--- src/include/axi_fifo_defs.svh ---
//******************************
// axi to fifo bridge widths
// and tagged word field positions
//******************************

`ifndef AXI_FIFO_DEFS_SVH
`define AXI_FIFO_DEFS_SVH

// axi side
`define AXI_ADDR_WIDTH   36
`define AXI_DATA_BYTES   64
`define AXI_DATA_WIDTH   512

// fifo word fields
`define MOD_WIDTH        6
`define CHAN_WIDTH       4
`define LEN_WIDTH        16

`define FIFO_WORD_WIDTH  540
`define CMD_WORD_WIDTH   51

// lsb of each field above the 512 data bits
`define MOD_POS          512
`define EOP_POS          518
`define SOP_POS          519
`define CHAN_POS         520
`define LEN_POS          524

`endif

--- src/rtl/axi_fifo_pkg.sv ---
//******************************
// axi to fifo bridge types
//******************************

`include "axi_fifo_defs.svh"

package axi_fifo_pkg;

    typedef logic [`AXI_ADDR_WIDTH-1:0]  addr_t;
    typedef logic [`AXI_DATA_WIDTH-1:0]  data_t;
    typedef logic [`AXI_DATA_BYTES-1:0]  strb_t;
    typedef logic [3:0]                  id_t;
    // axi encoding, beats minus one
    typedef logic [7:0]                  burst_len_t;
    typedef logic [2:0]                  size_t;
    typedef logic [`CHAN_WIDTH-1:0]      chan_t;
    typedef logic [`MOD_WIDTH-1:0]       mod_t;
    typedef logic [`LEN_WIDTH-1:0]       len_t;
    typedef logic [`FIFO_WORD_WIDTH-1:0] fifo_word_t;
    typedef logic [`CMD_WORD_WIDTH-1:0]  cmd_word_t;

    typedef enum logic [1:0] {
        ST_IDLE,
        ST_RECV,
        ST_ACK,
        ST_BUSY
    } wr_state_e;

endpackage

--- src/rtl/axi_fifo_bridge.sv ---
//******************************
// axi4 write slave to tagged fifo bridge
//******************************

`timescale 1ns/1ps

module axi_fifo_bridge (
    input  logic                     clk_sys,
    input  logic                     rst,

    // axi write address
    input  axi_fifo_pkg::id_t        m_awid,
    input  axi_fifo_pkg::addr_t      m_awaddr,
    input  axi_fifo_pkg::burst_len_t m_awlen,
    input  axi_fifo_pkg::size_t      m_awsize,
    input  logic                     m_awvalid,
    output logic                     s_awready,

    // axi write data
    input  axi_fifo_pkg::data_t      m_wdata,
    input  axi_fifo_pkg::strb_t      m_wstrb,
    input  logic                     m_wlast,
    input  logic                     m_wvalid,
    output logic                     s_wready,

    // axi write response, always OKAY
    output axi_fifo_pkg::id_t        s_bid,
    output logic                     s_bvalid,
    input  logic                     m_bready,

    // data fifo
    output logic                     axi2fifo_wr,
    output axi_fifo_pkg::fifo_word_t axi2fifo_wdata,
    input  logic                     fifo2axi_ff,

    // command fifo, full flag not acted on
    output logic                     axi2fifo_cmd_wr,
    output axi_fifo_pkg::cmd_word_t  axi2fifo_cmd_wdata,
    input  logic                     fifo2axi_cmd_ff,

    output axi_fifo_pkg::len_t       frame_len,
    output logic                     tran_cnt_en,
    output logic                     tranok_cnt_en,
    output logic                     frm_cnt_en
);

    logic                     beat_acc;
    logic                     beat_vld;
    logic                     beat_sop;
    logic                     beat_eop;
    axi_fifo_pkg::data_t      beat_data;
    axi_fifo_pkg::mod_t       beat_mod;
    axi_fifo_pkg::burst_len_t burst_len;
    axi_fifo_pkg::size_t      burst_size;
    axi_fifo_pkg::id_t        burst_id;
    axi_fifo_pkg::addr_t      burst_addr;
    axi_fifo_pkg::chan_t      burst_chan;

    axi_wr_ctrl u_ctrl (
        .clk_sys       (clk_sys),
        .rst           (rst),
        .m_awid        (m_awid),
        .m_awaddr      (m_awaddr),
        .m_awlen       (m_awlen),
        .m_awsize      (m_awsize),
        .m_awvalid     (m_awvalid),
        .m_wlast       (m_wlast),
        .m_wvalid      (m_wvalid),
        .m_bready      (m_bready),
        .fifo2axi_ff   (fifo2axi_ff),
        .s_awready     (s_awready),
        .s_wready      (s_wready),
        .s_bvalid      (s_bvalid),
        .s_bid         (s_bid),
        .beat_acc      (beat_acc),
        .beat_vld      (beat_vld),
        .beat_sop      (beat_sop),
        .beat_eop      (beat_eop),
        .burst_len     (burst_len),
        .burst_size    (burst_size),
        .burst_id      (burst_id),
        .burst_addr    (burst_addr),
        .burst_chan    (burst_chan),
        .tran_cnt_en   (tran_cnt_en),
        .tranok_cnt_en (tranok_cnt_en)
    );

    // data path runs beside the control block
    strb_mod_enc u_enc (
        .clk_sys   (clk_sys),
        .beat_acc  (beat_acc),
        .m_wdata   (m_wdata),
        .m_wstrb   (m_wstrb),
        .beat_data (beat_data),
        .beat_mod  (beat_mod)
    );

    fifo_word_pack u_pack (
        .clk_sys            (clk_sys),
        .rst                (rst),
        .beat_vld           (beat_vld),
        .beat_sop           (beat_sop),
        .beat_eop           (beat_eop),
        .beat_data          (beat_data),
        .beat_mod           (beat_mod),
        .burst_len          (burst_len),
        .burst_size         (burst_size),
        .burst_id           (burst_id),
        .burst_addr         (burst_addr),
        .burst_chan         (burst_chan),
        .axi2fifo_wr        (axi2fifo_wr),
        .axi2fifo_wdata     (axi2fifo_wdata),
        .axi2fifo_cmd_wr    (axi2fifo_cmd_wr),
        .axi2fifo_cmd_wdata (axi2fifo_cmd_wdata),
        .frame_len          (frame_len),
        .frm_cnt_en         (frm_cnt_en)
    );

endmodule

--- src/rtl/axi_wr_ctrl.sv ---
//******************************
// axi write burst control
// FSM, handshakes, burst fields and beat flags
//******************************

`timescale 1ns/1ps
`include "axi_fifo_defs.svh"

module axi_wr_ctrl (
    input  logic                     clk_sys,
    input  logic                     rst,

    input  axi_fifo_pkg::id_t        m_awid,
    input  axi_fifo_pkg::addr_t      m_awaddr,
    input  axi_fifo_pkg::burst_len_t m_awlen,
    input  axi_fifo_pkg::size_t      m_awsize,
    input  logic                     m_awvalid,
    input  logic                     m_wlast,
    input  logic                     m_wvalid,
    input  logic                     m_bready,
    input  logic                     fifo2axi_ff,

    output logic                     s_awready,
    output logic                     s_wready,
    output logic                     s_bvalid,
    output axi_fifo_pkg::id_t        s_bid,

    output logic                     beat_acc,
    output logic                     beat_vld,
    output logic                     beat_sop,
    output logic                     beat_eop,
    output axi_fifo_pkg::burst_len_t burst_len,
    output axi_fifo_pkg::size_t      burst_size,
    output axi_fifo_pkg::id_t        burst_id,
    output axi_fifo_pkg::addr_t      burst_addr,
    output axi_fifo_pkg::chan_t      burst_chan,

    output logic                     tran_cnt_en,
    output logic                     tranok_cnt_en
);

    axi_fifo_pkg::wr_state_e state;
    axi_fifo_pkg::wr_state_e state_nxt;

    logic aw_acc;
    logic last_acc;
    logic b_acc;
    // next accepted beat opens the burst
    logic first_pend;

    assign aw_acc   = m_awvalid & s_awready;
    assign beat_acc = m_wvalid & s_wready;
    assign last_acc = beat_acc & m_wlast;
    assign b_acc    = s_bvalid & m_bready;
    assign s_bid    = burst_id;

    //******************************
    // state machine
    //******************************
    always_comb begin
        state_nxt = state;
        case (state)
            axi_fifo_pkg::ST_IDLE: begin
                if (aw_acc) begin
                    state_nxt = axi_fifo_pkg::ST_RECV;
                end else if (fifo2axi_ff) begin
                    state_nxt = axi_fifo_pkg::ST_BUSY;
                end
            end
            axi_fifo_pkg::ST_RECV: begin
                // wlast alone is not enough, the beat must be taken
                if (last_acc) begin
                    state_nxt = axi_fifo_pkg::ST_ACK;
                end
            end
            axi_fifo_pkg::ST_ACK: begin
                if (b_acc) begin
                    state_nxt = fifo2axi_ff ? axi_fifo_pkg::ST_BUSY : axi_fifo_pkg::ST_IDLE;
                end
            end
            axi_fifo_pkg::ST_BUSY: begin
                if (!fifo2axi_ff) begin
                    state_nxt = axi_fifo_pkg::ST_IDLE;
                end
            end
            default: state_nxt = axi_fifo_pkg::ST_IDLE;
        endcase
    end

    // registered ready / valid outputs follow the current state
    always_ff @(posedge clk_sys or posedge rst) begin
        if (rst) begin
            state     <= axi_fifo_pkg::ST_IDLE;
            s_awready <= 1'b1;
            s_wready  <= 1'b0;
            s_bvalid  <= 1'b0;
        end else begin
            state <= state_nxt;
            case (state)
                axi_fifo_pkg::ST_IDLE: begin
                    if (aw_acc) begin
                        s_awready <= 1'b0;
                        s_wready  <= 1'b1;
                    end else if (fifo2axi_ff) begin
                        s_awready <= 1'b0;
                    end
                end
                axi_fifo_pkg::ST_RECV: begin
                    if (last_acc) begin
                        s_wready <= 1'b0;
                        s_bvalid <= 1'b1;
                    end
                end
                axi_fifo_pkg::ST_ACK: begin
                    if (b_acc) begin
                        s_bvalid  <= 1'b0;
                        s_awready <= ~fifo2axi_ff;
                    end
                end
                axi_fifo_pkg::ST_BUSY: begin
                    s_awready <= ~fifo2axi_ff;
                end
            endcase
        end
    end

    //******************************
    // burst fields and beat flags
    //******************************
    always_ff @(posedge clk_sys) begin
        if (aw_acc) begin
            burst_len  <= m_awlen;
            burst_size <= m_awsize;
            burst_id   <= m_awid;
            burst_addr <= m_awaddr;
            burst_chan <= m_awaddr[`CHAN_WIDTH-1:0];
        end
    end

    always_ff @(posedge clk_sys or posedge rst) begin
        if (rst) begin
            first_pend    <= 1'b0;
            beat_vld      <= 1'b0;
            beat_sop      <= 1'b0;
            beat_eop      <= 1'b0;
            tran_cnt_en   <= 1'b0;
            tranok_cnt_en <= 1'b0;
        end else begin
            if (aw_acc) begin
                first_pend <= 1'b1;
            end else if (beat_acc) begin
                first_pend <= 1'b0;
            end
            beat_vld      <= beat_acc;
            beat_sop      <= beat_acc & first_pend;
            beat_eop      <= last_acc;
            tran_cnt_en   <= aw_acc;
            tranok_cnt_en <= b_acc;
        end
    end

endmodule

--- src/rtl/fifo_word_pack.sv ---
//******************************
// fifo word and command packer
// also frame length and frame pulse
//******************************

`timescale 1ns/1ps
`include "axi_fifo_defs.svh"

module fifo_word_pack (
    input  logic                      clk_sys,
    input  logic                      rst,

    input  logic                      beat_vld,
    input  logic                      beat_sop,
    input  logic                      beat_eop,
    input  axi_fifo_pkg::data_t       beat_data,
    input  axi_fifo_pkg::mod_t        beat_mod,
    input  axi_fifo_pkg::burst_len_t  burst_len,
    input  axi_fifo_pkg::size_t       burst_size,
    input  axi_fifo_pkg::id_t         burst_id,
    input  axi_fifo_pkg::addr_t       burst_addr,
    input  axi_fifo_pkg::chan_t       burst_chan,

    output logic                      axi2fifo_wr,
    output axi_fifo_pkg::fifo_word_t  axi2fifo_wdata,
    output logic                      axi2fifo_cmd_wr,
    output axi_fifo_pkg::cmd_word_t   axi2fifo_cmd_wdata,
    output axi_fifo_pkg::len_t        frame_len,
    output logic                      frm_cnt_en
);

    axi_fifo_pkg::len_t       beats;
    axi_fifo_pkg::len_t       word_len;
    axi_fifo_pkg::fifo_word_t word_nxt;
    logic                     eop_wr;

    // byte length, beats times 64 minus the tail
    assign beats    = axi_fifo_pkg::len_t'(burst_len) + axi_fifo_pkg::len_t'(1);
    assign word_len = beats * axi_fifo_pkg::len_t'(`AXI_DATA_BYTES)
                      - axi_fifo_pkg::len_t'(beat_mod);

    always_comb begin
        word_nxt                                 = '0;
        word_nxt[`MOD_POS-1:0]                   = beat_data;
        word_nxt[`EOP_POS-1:`MOD_POS]            = beat_mod;
        word_nxt[`EOP_POS]                       = beat_eop;
        word_nxt[`SOP_POS]                       = beat_sop;
        word_nxt[`LEN_POS-1:`CHAN_POS]           = burst_chan;
        word_nxt[`FIFO_WORD_WIDTH-1:`LEN_POS]    = word_len;
    end

    //******************************
    // stage 2 writes
    //******************************
    always_ff @(posedge clk_sys) begin
        if (beat_vld) begin
            axi2fifo_wdata <= word_nxt;
        end
        // burst fields still hold this burst when its eop word passes
        if (beat_vld && beat_eop) begin
            axi2fifo_cmd_wdata <= {burst_len, burst_size, burst_id, burst_addr};
        end
    end

    always_ff @(posedge clk_sys or posedge rst) begin
        if (rst) begin
            axi2fifo_wr     <= 1'b0;
            axi2fifo_cmd_wr <= 1'b0;
        end else begin
            axi2fifo_wr     <= beat_vld;
            axi2fifo_cmd_wr <= beat_vld & beat_eop;
        end
    end

    //******************************
    // frame stats
    //******************************
    assign eop_wr = axi2fifo_wr & axi2fifo_wdata[`EOP_POS];

    always_ff @(posedge clk_sys or posedge rst) begin
        if (rst) begin
            frame_len  <= '0;
            frm_cnt_en <= 1'b0;
        end else begin
            if (eop_wr) begin
                frame_len <= axi2fifo_wdata[`FIFO_WORD_WIDTH-1:`LEN_POS];
            end
            frm_cnt_en <= eop_wr;
        end
    end

endmodule

--- src/rtl/strb_mod_enc.sv ---
//******************************
// beat data register and
// strobe to tail count encoder
//******************************

`timescale 1ns/1ps
`include "axi_fifo_defs.svh"

module strb_mod_enc (
    input  logic                clk_sys,
    input  logic                beat_acc,
    input  axi_fifo_pkg::data_t m_wdata,
    input  axi_fifo_pkg::strb_t m_wstrb,
    output axi_fifo_pkg::data_t beat_data,
    output axi_fifo_pkg::mod_t  beat_mod
);

    // n low ones give 64 - n unused bytes, anything else counts as full
    function automatic axi_fifo_pkg::mod_t strb_to_mod(input axi_fifo_pkg::strb_t strb);
        axi_fifo_pkg::mod_t  mod;
        axi_fifo_pkg::strb_t mask;
        mod = '0;
        for (int n = 1; n < `AXI_DATA_BYTES; n++) begin
            mask = (axi_fifo_pkg::strb_t'(1) << n) - axi_fifo_pkg::strb_t'(1);
            if (strb == mask) begin
                mod = axi_fifo_pkg::mod_t'(`AXI_DATA_BYTES - n);
            end
        end
        return mod;
    endfunction

    // stage 1, lines up with beat_vld from the control block
    always_ff @(posedge clk_sys) begin
        if (beat_acc) begin
            beat_data <= m_wdata;
            beat_mod  <= strb_to_mod(m_wstrb);
        end
    end

endmodule

--- config.mk ---
export PLATFORM = sky130hd
export DESIGN_NAME = axi_fifo_bridge
export DESIGN_NICKNAME = d
export VERILOG_FILES = /design/src/rtl/axi_fifo_pkg.sv /design/src/rtl/axi_fifo_bridge.sv /design/src/rtl/axi_wr_ctrl.sv /design/src/rtl/fifo_word_pack.sv /design/src/rtl/strb_mod_enc.sv
export VERILOG_INCLUDE_DIRS = /design/src /design/src/include
export SDC_FILE = /design/constraint.sdc
export NUM_CORES = 1
export LEC_CHECK = 0
export BUFFER_PORTS_ARGS = -buffer_cell sky130_fd_sc_hd__buf_4
export CAP_MARGIN = 30
export CORE_AREA = 2 2 494 496
export DETAILED_ROUTE_END_ITERATION = 10
export DIE_AREA = 0 0 496 498
export HOLD_SLACK_MARGIN = 0.08
export PLACE_DENSITY = 0.38
export SLEW_MARGIN = 30
export SYNTH_ARGS = -nofsm -noshare
export SYNTH_HDL_FRONTEND = slang
export SYNTH_SLANG_ARGS = --single-unit
--- constraint.sdc ---
create_clock -name clk_sys -period 26.1 [get_ports clk_sys]
set_input_delay 7.83 -clock clk_sys [delete_from_list [all_inputs] [get_ports clk_sys]]
set_output_delay 7.83 -clock clk_sys [all_outputs]
set_load 0.005 [all_outputs]
== Word-level counts from Yosys, hierarchy flattened ==
Index checks and enable logic that the tools add are counted.
Operators by class
  equality and inequality tests: 71
  reductions and logical operators: 14
  bitwise gates (word level): 8
  multiplexer cells: 81
  add/sub/neg operators: 2
Operators by type and width (count)
  $mux W6: 32
  $mux W5: 16
  $eq A64 B1 Y1 const B: 1
  $eq A64 B10 Y1 const B: 1
  $eq A64 B11 Y1 const B: 1
  $eq A64 B12 Y1 const B: 1
  $eq A64 B13 Y1 const B: 1
  $eq A64 B14 Y1 const B: 1
  $eq A64 B15 Y1 const B: 1
  $eq A64 B16 Y1 const B: 1
  $eq A64 B17 Y1 const B: 1
  $eq A64 B18 Y1 const B: 1
  $eq A64 B19 Y1 const B: 1
  $eq A64 B2 Y1 const B: 1
  $eq A64 B20 Y1 const B: 1
  $eq A64 B21 Y1 const B: 1
  $eq A64 B22 Y1 const B: 1
  $eq A64 B23 Y1 const B: 1
  $eq A64 B24 Y1 const B: 1
  $eq A64 B25 Y1 const B: 1
  $eq A64 B26 Y1 const B: 1
  $eq A64 B27 Y1 const B: 1
  $eq A64 B28 Y1 const B: 1
  $eq A64 B29 Y1 const B: 1
  other kinds (67): 106
Storage, ports and cells
  output and inout bits: 619
  flip-flop bits (word level): 1194

== Longest topological paths before layout ==
  word-level depth: 63
  mapped depth: 7
  mapped depth without buffers: 6

== Modules after synthesis ==
Synthesis repeated with hierarchy kept, for this count alone.
Second synthesis, totals
  cell total of the unflattened synthesis: 1516
  area total of the unflattened synthesis: 37708.7 sq um
Modules (own cells, without submodules)
  fifo_word_pack: area an instance 18841.8 sq um, times used 1, cells an instance 693
  strb_mod_enc: area an instance 16824.9 sq um, times used 1, cells an instance 722
  axi_wr_ctrl: area an instance 2042.0 sq um, times used 1, cells an instance 101

== Worst setup path after synthesis ==
Ideal clock, no wire load.
  kind: in2reg
  start: input port m_wvalid
  end: register u_ctrl.state[0]
  buffers on the path: 0
  arrival time: 20.910 ns
  library setup time: 0.155 ns
  stages: 4
  slack: 5.034 ns
  data required time: 25.945 ns
  cell sequence: and2_1 nand2_1 nor2_1 a221oi_1
On the way
  word-level cells in the longest chain between the ends: 4
RTL lines
  start: declaration: RTL line axi_fifo_bridge.sv:23  | input logic m_wvalid,
  $and A1 B1 Y1: RTL line axi_wr_ctrl.sv:52  | assign beat_acc = m_wvalid & s_wready;
  $and A1 B1 Y1: RTL line axi_wr_ctrl.sv:53  | assign last_acc = beat_acc & m_wlast;
  $ne A2 B1 Y1 (no line)
  $reduce_and A4 Y1 (no line)
  end signal: assignment: RTL line axi_wr_ctrl.sv:93  | state <= axi_fifo_pkg::ST_IDLE;
  end signal: assignment: RTL line axi_wr_ctrl.sv:98  | state <= state_nxt;
  end: declaration: RTL line axi_wr_ctrl.sv:42  | axi_fifo_pkg::wr_state_e state;
Every way passes these cells.
A chain may end at the register's enable or synchronous reset.

== Final worst setup path ==
  start: input port m_wstrb[49]
  end: register u_enc.beat_mod[5], data pin
On the way
  word-level cells in the longest chain between the ends: 33
  elaborated cells on any way between the ends: 96
  classes of those cells: eq/ne: 63; mux: 32; reduce/logical: 1
RTL lines
  start: declaration: RTL line axi_fifo_bridge.sv:21  | input axi_fifo_pkg::strb_t m_wstrb,
  $eq A64 B1 Y1: RTL line strb_mod_enc.sv:25  | if (strb == mask) begin
  $mux W6 (32 in a row): RTL line strb_mod_enc.sv:25
  end signal: assignment: RTL line strb_mod_enc.sv:36  | beat_mod <= strb_to_mod(m_wstrb);
  end: declaration: RTL line strb_mod_enc.sv:15  | output axi_fifo_pkg::mod_t beat_mod
Several ways; a longest one is shown, not always the timed one.

==> results.yml <==
status:
  status: "completed"
global_route:
  global_route.overflow_total: 0
  grt_pass1_wl_mm: 194
  grt_resource_usage_total_pct: 11.7
  maximum_number_of_pins_on_one_net_before_global_route_repair: 132
  grt_antenna_before_repair: 81
  grt_pass1_vias: 21092
worst_setup_path:
  worstPathCellList: "buf_4 > or4_1 > nor3_1 > nand4_1 > or3_1 > a31oi_1 > a311o_1"
  path_class: "input pin to flip-flop"
  cp.required_ps: 26730
  cp.arrival_ps: 11350
  crit_path_start_kind: "input pin"
  timing.critical_path.fanout_max: 4
  timing.critical_path.slowest_cell_delay_ps: 960
  critPathCaptureType: "flip-flop"
  critPathSlowestCell: "a31oi_1"
clock_network:
  clock_sinks: 1189
  tritoncts: "done"
  clock_tree_buf_depth: 3
  insertion_delay_ps: 790
  ctsResizeCount: 0
  number_of_buffers_inserted_during_clock_tree_synthesis: 141
  holdBufCountCts: 0
  cts.repair_timing.setup_buffer_count: 0
  cts.clk_slew.worst_paths_ps: 60
  htree_depth: 4
  clock-root-buffer: "clkbuf_16"
synthesis:
  synth_cell_types: 62
  post-synth-top-area-fraction_pct: 92.8
  ys_seq_area_share_pct: 94.8
  synth.ff_latch_count: 1189
  synth_nets: 2130
  yosysWarningCount: 0
  yosysTopAreaCell: "edfxtp_1"
  synth_top_flop_cell: "edfxtp_1"
  syn-instance-count: 1492
  synth_enable_flop_cells: 1159
  synth.top_cells.by_area: "edfxtp_1, dfrtp_1, mux2_2"
  mappedNetlistArea_um2: 37500
  async_flop_share_pct: 2.52
  post_synthesis_area_per_instance_um2: 25.1
timing:
  worst_tran_pin_value_ps: 1320
  slew-limit-headroom_pct: 11.8
  fin_tns_setup_ps: 0
  max_clock_skew_ps: 38.9
  timing.final.ws_setup_ps: 15380
  rsz0062_at_grt: "false"
  timing_max_transition_violations_final: 0
  timing.final.crit_period_ps: 10720
  fmaxAchievable_mhz: 93.3
  timing.final.crit_share_pct: 41.1
  setup_viol: 0
  timing_hold_violations_final: 0
finish:
  layout.cells.non_filler: 6232
  layout_commonest_cell: "buf_4"
  most-common-layout-cells: "buf_4, edfxtp_1, clkbuf_16, nor2_1, clkbuf_1"
  multi_input_comb_area_um2: 1910
  postLayoutCoreUtil_pct: 23.0
  area.growth.synth_to_final_pct: 48.5
  number_of_nets_in_the_finished_design: 3543
  drive_gt1_share_pct: 50.0
  n_fill_cell: 25304
  area.sequential_um2: 35600
placement:
  place.detailed.hpwl_mm: 118
  detailedPlace.worstSlack_ps: 14880
  gpl.final_weighted_congestion: 0.895
  dp_cells: 5964
  placement.io_buffers: 1252
job:
  maxCapViolCount: 0
drt:
  drt_wl_total_mm: 150
  first_iter_violations: 1466
  routed-via-count: 20773
  dr.pass1.iters: 5
  routed_via_density: 3.33
  route.detailed.wl_per_inst_um: 24.1
  drc: 0
  final_antenna_net_count: 0
pwr:
  worst_supply_voltage_drop_on_vdd_uv: 55.4
  power.leakage_nw: 20.6
  power_per_cell_area_nw_per_um2: 80.8
floorplan:
  floorplan.die_area_um2: 247000
  initial_utilization_pct: 15.5
  core-area_um2: 242000
  row_count: 181
  die_width_um: 496
  ports: 1254
  chipHeight_um: 498
worst_hold_path:
  worst_hold_path_type: "flip-flop to flip-flop"
==> worst max-delay path, delay by kind of cell <==
kind	cells	cell delay [ps]
buffers and inverters	1	130
and+or+nand+nor	4	2160
AOI/OAI and AO/OA	2	1210
==> path summary, 6_finish.rpt <==
path | start | endpoint | slack, ps | cells after the start
max | m_wstrb[49] | u_enc.beat_mod[5]$_SDFFCE_PP0P_ | 15380 | 7
min | u_enc.beat_data[274]$_DFFE_PP_ | u_pack.axi2fifo_wdata[274]$_DFFE_PP_ | 390 | 0
max reg2reg | u_ctrl.beat_vld$_DFF_PP0_ | u_pack.axi2fifo_wdata[221]$_DFFE_PP_ | 22150 | 4
min reg2reg | u_enc.beat_data[274]$_DFFE_PP_ | u_pack.axi2fifo_wdata[274]$_DFFE_PP_ | 390 | 0
max in group asynchronous | rst | u_pack.frame_len[1]$_DFFE_PP0P_ | 18540 | 2
min in group asynchronous | rst | u_ctrl.tranok_cnt_en$_DFF_PP0_ | 7080 | 2
==> sequential cells by signal, summed over array words and instances (netlist names), 2 cells and up <==
name,cells
u_pack.axi2fifo_wdata,539
u_pack.axi2fifo_cmd_wdata,51
u_ctrl.burst_size,3
u_ctrl.burst_id,4
u_ctrl.state,2
u_enc.beat_data,512
u_ctrl.burst_len,8
u_pack.frame_len,16
u_enc.beat_mod,6
u_ctrl.burst_chan,3
u_ctrl.burst_addr,33
==> routing by layer <==
layer / GRT usage (%) / share of wire, % / vias up
met5: 0 / 0.31 / -
li1: - / - / 8939
met3: 7.85 / 15 / 270
met2: 18.3 / 45 / 1167
met4: 2.94 / 2.1 / 70
met1: 13.0 / 37 / 10327
==> cells by family after synthesis <==
family / after synthesis / share of synthesized area [%]
flip-flops: 1189 / 94.8
adder cells (fa/ha/maj): 3 / 0.100
multiplexers: 19 / 0.560
XOR/XNOR: 25 / 0.584
AND/OR/NAND/NOR: 165 / 2.44
AO/OA/AOI/OAI: 75 / 1.37
buffers and inverters: 16 / 0.173
==> cells in the mapped netlist (3+ instances only) <==
| library cell | instances |
|---|---|
| edfxtp_1 | 1159 |
| nor2_1 | 33 |
| dfrtp_1 | 29 |
| nand2_1 | 29 |
| o21ai_0 | 20 |
| nor3_1 | 18 |
| mux2_2 | 16 |
| xor2_1 | 15 |
| nand3_1 | 14 |
| a21oi_1 | 12 |
| inv_1 | 11 |
| nand4_1 | 11 |
| xnor2_1 | 10 |
| or3_1 | 9 |
| or4_1 | 9 |
| nor4_1 | 7 |
| and3_1 | 6 |
| a22oi_1 | 5 |
| and4_1 | 5 |
| a32oi_1 | 4 |
| o32ai_1 | 4 |
| and2_1 | 3 |
| clkbuf_1 | 3 |
| ha_1 | 3 |
| mux2i_1 | 3 |
| nand2b_1 | 3 |
==> power by group <==
group          internal [mW]  switching [mW]  total [mW]
sequential              2.23          0.0445        2.27
combinational          0.138           0.132       0.269
clock                   1.11           0.847        1.96
==> area by class of cell <==
type	instances	area share, %
Tap cell	3202	7.19
Clock inverter	82	1.61
Clock buffer	171	6.57
Multi-Input combinational cell	287	3.43
Sequential cell	1189	63.8
Antenna cell	15	0.0674
Timing Repair Buffer	1275	17.2
Inverter	11	0.0786
==> per-stage QoR <==
stage               cell area [um2]  hold slack [ps]  power, mW
floorplan                     37500              400       2.38
global placement              51100              400       2.59
detailed placement            51100              405       2.59
CTS                           55700              379       4.59
global route                  55700              390       4.68
finish                        55700              393       4.50
No activity file was read; power rests on OpenSTA's default activity.
